<file path="src/logic/rs_pkg.sv">
package rs_pkg;

   //////////////////////////////////////////////////////////////////////
   // sizes
   //////////////////////////////////////////////////////////////////////

   // datapath width
   localparam int XLEN = 32;
   // architectural register file
   localparam int NUM_REGS = 32;
   localparam int REG_W = 5;
   // rob tag, 8 entries
   localparam int TAG_W = 3;
   // one station per unit
   localparam int NUM_STATIONS = 5;

   //////////////////////////////////////////////////////////////////////
   // encodings
   //////////////////////////////////////////////////////////////////////

   // station index, also the unit index on exec_busy / exec_run
   typedef enum logic [2:0] {
      FU_ALU    = 3'd0,
      FU_LSU    = 3'd1,
      FU_BRANCH = 3'd2,
      FU_MUL0   = 3'd3,
      FU_MUL1   = 3'd4
   } fu_kind_t;

   // dispatch opcode, picks the station
   typedef enum logic [1:0] {
      OP_ALU    = 2'd0,
      OP_MEM    = 2'd1,
      OP_BRANCH = 2'd2,
      OP_MUL    = 2'd3
   } op_kind_t;

   //////////////////////////////////////////////////////////////////////
   // packets
   //////////////////////////////////////////////////////////////////////

   // rename map entry
   typedef struct packed {
      logic             pending;
      logic [TAG_W-1:0] tag;
      logic             ready;
   } map_entry_t;

   // one instruction from dispatch
   typedef struct packed {
      op_kind_t         op;
      logic [TAG_W-1:0] tag;
      logic [REG_W-1:0] src1;
      logic [REG_W-1:0] src2;
      logic [REG_W-1:0] dest;
      // values read by the caller from regfile or rob
      logic [XLEN-1:0]  value1;
      logic [XLEN-1:0]  value2;
   } dispatch_t;

   // common data bus broadcast
   typedef struct packed {
      logic             valid;
      logic [TAG_W-1:0] tag;
      logic [XLEN-1:0]  value;
   } cdb_t;

   // retire event from the rob head
   typedef struct packed {
      logic             valid;
      logic [REG_W-1:0] arch_reg;
      logic [TAG_W-1:0] tag;
   } retire_t;

   // station to unit
   typedef struct packed {
      logic [TAG_W-1:0] tag;
      logic [XLEN-1:0]  value1;
      logic [XLEN-1:0]  value2;
   } issue_t;

   // one source operand held in a station
   typedef struct packed {
      logic [TAG_W-1:0] wait_tag;
      logic             ready;
      logic [XLEN-1:0]  value;
   } operand_t;

   // full station contents
   typedef struct packed {
      logic             occupied;
      logic [TAG_W-1:0] tag;
      operand_t         opnd1;
      operand_t         opnd2;
   } station_t;

endpackage

</file>
<file path="src/logic/rename_map.sv">
`timescale 1ns/100ps

module rename_map (
   input  logic               clock,
   input  logic               reset,
   input  logic               accept,
   input  rs_pkg::dispatch_t  dispatch,
   input  rs_pkg::cdb_t       cdb,
   input  rs_pkg::retire_t    retire,
   output rs_pkg::map_entry_t src1_state,
   output rs_pkg::map_entry_t src2_state
);

   // one entry per architectural register
   rs_pkg::map_entry_t map [rs_pkg::NUM_REGS];

   // rename write for this edge
   logic rename_en;

   //////////////////////////////////////////////////////////////////////
   // lookup
   //////////////////////////////////////////////////////////////////////

   // combinational read of the registered map
   // a rename at this edge shows up next cycle
   always_comb begin
      src1_state = map[dispatch.src1];
      src2_state = map[dispatch.src2];
      // r0 never has a producer
      if (dispatch.src1 == '0) begin
         src1_state = '0;
      end
      if (dispatch.src2 == '0) begin
         src2_state = '0;
      end
   end

   // r0 is never renamed
   assign rename_en = accept && (dispatch.dest != '0);

   //////////////////////////////////////////////////////////////////////
   // update
   //////////////////////////////////////////////////////////////////////

   // order below sets priority, last write wins
   //   cdb mark, then retire clear, then rename
   always_ff @(posedge clock) begin
      if (reset) begin
         for (int i = 0; i < rs_pkg::NUM_REGS; i++) begin
            map[i] <= '0;
         end
      end else begin
         // wake-up, any pending entry with the broadcast tag
         if (cdb.valid) begin
            for (int i = 0; i < rs_pkg::NUM_REGS; i++) begin
               if (map[i].pending && (map[i].tag == cdb.tag)) begin
                  map[i].ready <= 1'b1;
               end
            end
         end

         // retire clears only if no younger producer took the register
         if (retire.valid) begin
            if (map[retire.arch_reg].pending &&
                (map[retire.arch_reg].tag == retire.tag)) begin
               map[retire.arch_reg] <= '0;
            end
         end

         // new producer for dest
         if (rename_en) begin
            map[dispatch.dest].pending <= 1'b1;
            map[dispatch.dest].tag     <= dispatch.tag;
            map[dispatch.dest].ready   <= 1'b0;
         end
      end
   end

endmodule

</file>
<file path="src/logic/station_bank.sv">
`timescale 1ns/100ps

module station_bank (
   input  logic                                          clock,
   input  logic                                          reset,
   input  logic                                          dispatch_valid,
   input  rs_pkg::dispatch_t                             dispatch,
   input  rs_pkg::map_entry_t                            src1_state,
   input  rs_pkg::map_entry_t                            src2_state,
   input  rs_pkg::cdb_t                                  cdb,
   input  logic [rs_pkg::NUM_STATIONS-1:0]               exec_busy,
   output logic                                          dispatch_ready,
   output logic                                          accept,
   output logic [rs_pkg::NUM_STATIONS-1:0]               exec_run,
   output rs_pkg::issue_t [rs_pkg::NUM_STATIONS-1:0]     issue
);

   // station state, indexed by fu_kind_t
   rs_pkg::station_t stations [rs_pkg::NUM_STATIONS];

   // station picked for the current dispatch op
   rs_pkg::fu_kind_t target;

   //////////////////////////////////////////////////////////////////////
   // operand helpers
   //////////////////////////////////////////////////////////////////////

   // operand at dispatch time
   //   no producer or producer done -> dispatch value
   //   producer on the cdb this cycle -> cdb value
   //   else wait for the tag
   function automatic rs_pkg::operand_t capture(
      rs_pkg::map_entry_t            state,
      logic [rs_pkg::XLEN-1:0]       dispatch_value,
      rs_pkg::cdb_t                  bus
   );
      rs_pkg::operand_t opnd;
      opnd.wait_tag = state.tag;
      opnd.ready    = 1'b1;
      opnd.value    = dispatch_value;
      if (state.pending && !state.ready) begin
         if (bus.valid && (bus.tag == state.tag)) begin
            opnd.value = bus.value;
         end else begin
            opnd.ready = 1'b0;
         end
      end
      return opnd;
   endfunction

   // cdb snoop on a held operand
   function automatic rs_pkg::operand_t wake(
      rs_pkg::operand_t opnd,
      rs_pkg::cdb_t     bus
   );
      rs_pkg::operand_t result;
      result = opnd;
      if (!opnd.ready && bus.valid && (bus.tag == opnd.wait_tag)) begin
         result.ready = 1'b1;
         result.value = bus.value;
      end
      return result;
   endfunction

   //////////////////////////////////////////////////////////////////////
   // allocation
   //////////////////////////////////////////////////////////////////////

   always_comb begin
      target = rs_pkg::FU_ALU;
      case (dispatch.op)
         rs_pkg::OP_ALU:    target = rs_pkg::FU_ALU;
         rs_pkg::OP_MEM:    target = rs_pkg::FU_LSU;
         rs_pkg::OP_BRANCH: target = rs_pkg::FU_BRANCH;
         // mul0 first, spill to mul1
         rs_pkg::OP_MUL: begin
            if (!stations[rs_pkg::FU_MUL0].occupied) begin
               target = rs_pkg::FU_MUL0;
            end else begin
               target = rs_pkg::FU_MUL1;
            end
         end
         default:           target = rs_pkg::FU_ALU;
      endcase
   end

   // free means empty in registered state, not issuing this cycle
   assign dispatch_ready = !stations[target].occupied;
   assign accept         = dispatch_valid && dispatch_ready;

   //////////////////////////////////////////////////////////////////////
   // issue select
   //////////////////////////////////////////////////////////////////////

   always_comb begin
      for (int i = 0; i < rs_pkg::NUM_STATIONS; i++) begin
         exec_run[i] = stations[i].occupied &&
                       stations[i].opnd1.ready &&
                       stations[i].opnd2.ready &&
                       !exec_busy[i];
         issue[i].tag    = stations[i].tag;
         issue[i].value1 = stations[i].opnd1.value;
         issue[i].value2 = stations[i].opnd2.value;
      end
   end

   //////////////////////////////////////////////////////////////////////
   // station update
   //////////////////////////////////////////////////////////////////////

   always_ff @(posedge clock) begin
      if (reset) begin
         for (int i = 0; i < rs_pkg::NUM_STATIONS; i++) begin
            stations[i].occupied <= 1'b0;
         end
      end else begin
         for (int i = 0; i < rs_pkg::NUM_STATIONS; i++) begin
            // keep listening even while the unit is busy
            stations[i].opnd1 <= wake(stations[i].opnd1, cdb);
            stations[i].opnd2 <= wake(stations[i].opnd2, cdb);
            // unit takes it on this edge
            if (exec_run[i]) begin
               stations[i].occupied <= 1'b0;
            end
         end

         // target is empty, so never collides with an issue above
         if (accept) begin
            stations[target].occupied <= 1'b1;
            stations[target].tag      <= dispatch.tag;
            stations[target].opnd1    <= capture(src1_state, dispatch.value1, cdb);
            stations[target].opnd2    <= capture(src2_state, dispatch.value2, cdb);
         end
      end
   end

endmodule

</file>
<file path="src/logic/rs_top.sv">
`timescale 1ns/100ps

module rs_top (
   input  logic                                          clock,
   input  logic                                          reset,
   input  logic                                          dispatch_valid,
   input  rs_pkg::dispatch_t                             dispatch,
   input  rs_pkg::cdb_t                                  cdb,
   input  rs_pkg::retire_t                               retire,
   input  logic [rs_pkg::NUM_STATIONS-1:0]               exec_busy,
   output logic                                          dispatch_ready,
   output logic [rs_pkg::NUM_STATIONS-1:0]               exec_run,
   output rs_pkg::issue_t [rs_pkg::NUM_STATIONS-1:0]     issue
);

   // map lookup for the dispatch sources
   rs_pkg::map_entry_t src1_state;
   rs_pkg::map_entry_t src2_state;

   // dispatch handshake done this edge
   logic accept;

   //////////////////////////////////////////////////////////////////////
   // rename map
   //////////////////////////////////////////////////////////////////////

   rename_map u_rename_map (
      .clock      (clock),
      .reset      (reset),
      .accept     (accept),
      .dispatch   (dispatch),
      .cdb        (cdb),
      .retire     (retire),
      .src1_state (src1_state),
      .src2_state (src2_state)
   );

   //////////////////////////////////////////////////////////////////////
   // stations
   //////////////////////////////////////////////////////////////////////

   station_bank u_station_bank (
      .clock          (clock),
      .reset          (reset),
      .dispatch_valid (dispatch_valid),
      .dispatch       (dispatch),
      .src1_state     (src1_state),
      .src2_state     (src2_state),
      .cdb            (cdb),
      .exec_busy      (exec_busy),
      .dispatch_ready (dispatch_ready),
      .accept         (accept),
      .exec_run       (exec_run),
      .issue          (issue)
   );

endmodule

</file>
<file path="config.mk">
export PLATFORM = sky130hd
export DESIGN_NAME = rs_top
export DESIGN_NICKNAME = d
export VERILOG_FILES = /design/src/logic/rs_pkg.sv /design/src/logic/rename_map.sv /design/src/logic/station_bank.sv /design/src/logic/rs_top.sv
export SDC_FILE = /design/constraint.sdc
export NUM_CORES = 1
export LEC_CHECK = 0
export BUFFER_PORTS_ARGS = -buffer_cell sky130_fd_sc_hd__buf_2
export CORE_MARGIN = 1.5
export CORE_UTILIZATION = 57
export CTS_BUF_LIST = sky130_fd_sc_hd__clkbuf_8
export CTS_CLUSTER_SIZE = 30
export DETAILED_ROUTE_END_ITERATION = 8
export PLACE_DENSITY = 0.85
export SYNTH_ARGS = -nofsm -noshare
export SYNTH_HDL_FRONTEND = slang
export SYNTH_SLANG_ARGS = --single-unit
</file>
<file path="constraint.sdc">
create_clock -name clock -period 6.2 [get_ports clock]
set_input_delay 0.62 -clock clock [delete_from_list [all_inputs] [get_ports clock]]
set_output_delay 0.62 -clock clock [all_outputs]
set_load 0.005 [all_outputs]
</file>
==> out/metrics.yaml <==
status: "finished, final reports clean"
drc: 0
ys_warn_count: 0
yosys_register_bits: 540
path_class: "input port to register"
crit_fanout: 36
async_reset_ff_share_pct: 0
crit_path_cell_trace: "buf_2 -> mux4_2 -> a22oi_1 -> nand4_1 -> xor2_1 -> or4_1 -> nor3_4 -> buf_4 -> a211o_1"
crit_required_ns: 6.56
ioPinCount: 478
post-route-period-util_pct: 73.1
initial_core_util_pct: 58.0
n_fill_cell: 3868
fmax_ghz: 0.221
drive_gt1_share_pct: 30.6
hold_viol_final: 0
routabilityCongestion: 1.00
grt_pass1_wl_um: 146000
synth_edf_count: 471
p_per_area_nw_per_um2: 253
ctsLongestPathBuffers: 3
synth-main-ff-cell: "edfxtp_1"
post_cts_resized: 0
grt_pass1_vias: 21300
postCtsSetupBuffers: 0
finalMaxSlewViolations: 0
holdWs_ns: 0.277
setup_viol_count_final: 0
netlist.area_leader.share_pct: 47.2
cts_tree: "done"
min_period_ns: 4.53
slowest_stage: "or4_1"
wl_per_cell_um: 32.2
first_pass_iters: 6
fp.coreArea_sq_um: 51600
cts_hold_buf: 0
cp.arrival_ns: 4.89
cts.clk_slew.worst_paths_ns: 0.06
fin_nets: 2593
die_h_um: 232
die_x_um: 232
vias_per_cell: 7.05
hpwlAfterDp_um: 70800
grt_max_degree: 85
cts.sinks: 540
cts-buffers-inserted: 88
final_cell_mix: "buf_2 (475), edfxtp_1 (471), a32o_1 (160)"
rows: 83
antenna_found_initial: 8
rr_endpoint: "u_station_bank.stations[0][11]$_DFFE_PP_"
ys_types: 74
grt_remaining_overflow: 0
ir_worst_vdd_v: 0.000260
cap_violations: 0
final_cell_area_sq_um: 31900
synth_area_leader_cell: "edfxtp_1"
hp-class: "input port to register"
layout_commonest_cell: "buf_2"
worstMarginPinSlew_ns: 1.30
ant_nets: 0
hold_depth: 2
reg2regPathDepth: 9
maxSlewHeadroom_pct: 13.0
dieArea_sq_um: 53900
clk_latency_ns: 0.71
grt_setup_unrepaired: "no"
grt_usage_pct: 37.5
holdPathEnd: "u_station_bank.stations[0][19]$_DFFE_PP_"
end_kind: "register"
fin_setup_tns_ns: 0
portBuffers: 477
synthTopCellsByArea: "edfxtp_1 (47%), buf_4 (8.6%), mux4_2 (5.7%)"
drtIter0Drc: 4024
finClkSkew_ns: 0.0547
yosysSeqAreaShare_pct: 51.9
reg2reg_slack_ns: 1.78
critPathLaunchType: "input port"
r2r_start: "u_station_bank.stations[4][75]$_SDFFE_PN1P_"
routed_wl_um: 103000
max_stage_delay_ns: 1.07
power.total_w: 0.00808
synthesis.area_sq_um: 29900
htree_levels: 3
leakagePower_nw: 11.9
ctsRootBufferMaster: "clkbuf_8"
vias: 22600
area_delta_synth_final_pct: 6.56
holdCritStartpoint: "dispatch[19]"
place_area_sq_um: 30300
syn-mean-instance-area_sq_um: 12.5
synth_cells: 2388
-- worst max path at each step --
| stage | start | end | slack (ns) | depth (start not counted) |
|---|---|---|---|---|
| finish | retire[4] | u_rename_map.map[12][2]$_DFFE_PP_ | 1.67 | 9 |
| global placement | retire[4] | u_rename_map.map[12][3]$_DFFE_PP_ | 1.16 | 9 |
| global route | retire[4] | u_rename_map.map[12][2]$_DFFE_PP_ | 1.65 | 9 |
| detailed placement | retire[4] | u_rename_map.map[12][2]$_DFFE_PP_ | 1.22 | 9 |
| CTS | u_station_bank.stations[4][75]$_SDFFE_PN1P_ | u_station_bank.stations[0][28]$_DFFE_PP_ | 1.88 | 9 |
| floorplan | cdb[34] | u_station_bank.stations[2][36]$_DFFE_PP_ | 1.32 | 5 |
-- report_power, final --
part           switching (W)  leakage, nW  internal [W]  total [W]
Sequential         0.0000833         5.05       0.00405    0.00413
Combinational       0.000604         5.85      0.000355   0.000959
Clock                0.00149        0.976       0.00150    0.00299
Total                0.00217         11.9       0.00591    0.00808
-- worst max-delay path, delay by kind of cell --
family | cells | cell delay (ns)
XOR/XNOR | 1 | 0.19
buffers and inverters | 2 | 1.19
multiplexers | 1 | 0.47
AO/OA/AOI/OAI | 2 | 0.57
AND/OR/NAND/NOR | 3 | 1.81
-- cells by family after synthesis --
group,share of synthesized area (%)
AO/OA/AOI/OAI,15.2
XOR/XNOR,3.83
AND/OR/NAND/NOR,8.55
buffers and inverters,12.3
other,0.0125
multiplexers,8.25
flip-flops,51.9
-- state kept, by name, summed over array words and instances (netlist names) --
register and count:
u_rename_map.map 160, u_station_bank.stations 380
-- synthesized netlist by cell type (18+ instances only) --
master    instances
dfxtp_1          69
nand3b_1         18
buf_4           342
nand2_1          35
a22oi_1          22
clkbuf_1         81
inv_1            40
xor2_1           89
mux2i_1          24
buf_2            59
a32o_1          160
nand3_1          25
nor3b_1          24
mux4_2           76
xnor2_1          40
a21oi_1          18
a31oi_1          18
o21ai_0          41
mux2_2           24
buf_1            47
nor3_1           35
a22o_1          131
nor2_1          103
or3_1            20
mux2_1           22
and2_1          112
edfxtp_1        471
-- stage by stage --
step | util (%) | worst slack (ns) | std cells
floorplan | - | 1.32 | 2390
global placement | 58.6 | 1.16 | 3046
finish | 61.8 | 1.67 | 3204
CTS | 61.8 | 1.88 | 3199
global route | 61.8 | 1.65 | 3202
detailed placement | 58.6 | 1.22 | 3046
-- routing by layer --
metal / part of all wire, % / track usage, % / vias up
li1: - / - / 9035
met1: 33 / 46.9 / 11000
met2: 45 / 57.0 / 2158
met3: 15 / 11.6 / 426
met4: 6.9 / 22.8 / 6
met5: 0.033 / 0 / -
-- cell type report --
type | instances | area, sq um | area share [%]
antenna | 5 | 12.5 | 0.0392
timing repair buffer | 522 | 2780 | 8.71
clock inverter | 61 | 362 | 1.13
tap | 680 | 851 | 2.67
sequential | 540 | 15500 | 48.7
multi-input combinational | 1262 | 11000 | 34.3
inverter | 42 | 158 | 0.494
clock buffer | 92 | 1270 | 3.97
(Power assumes the default switching activity.)
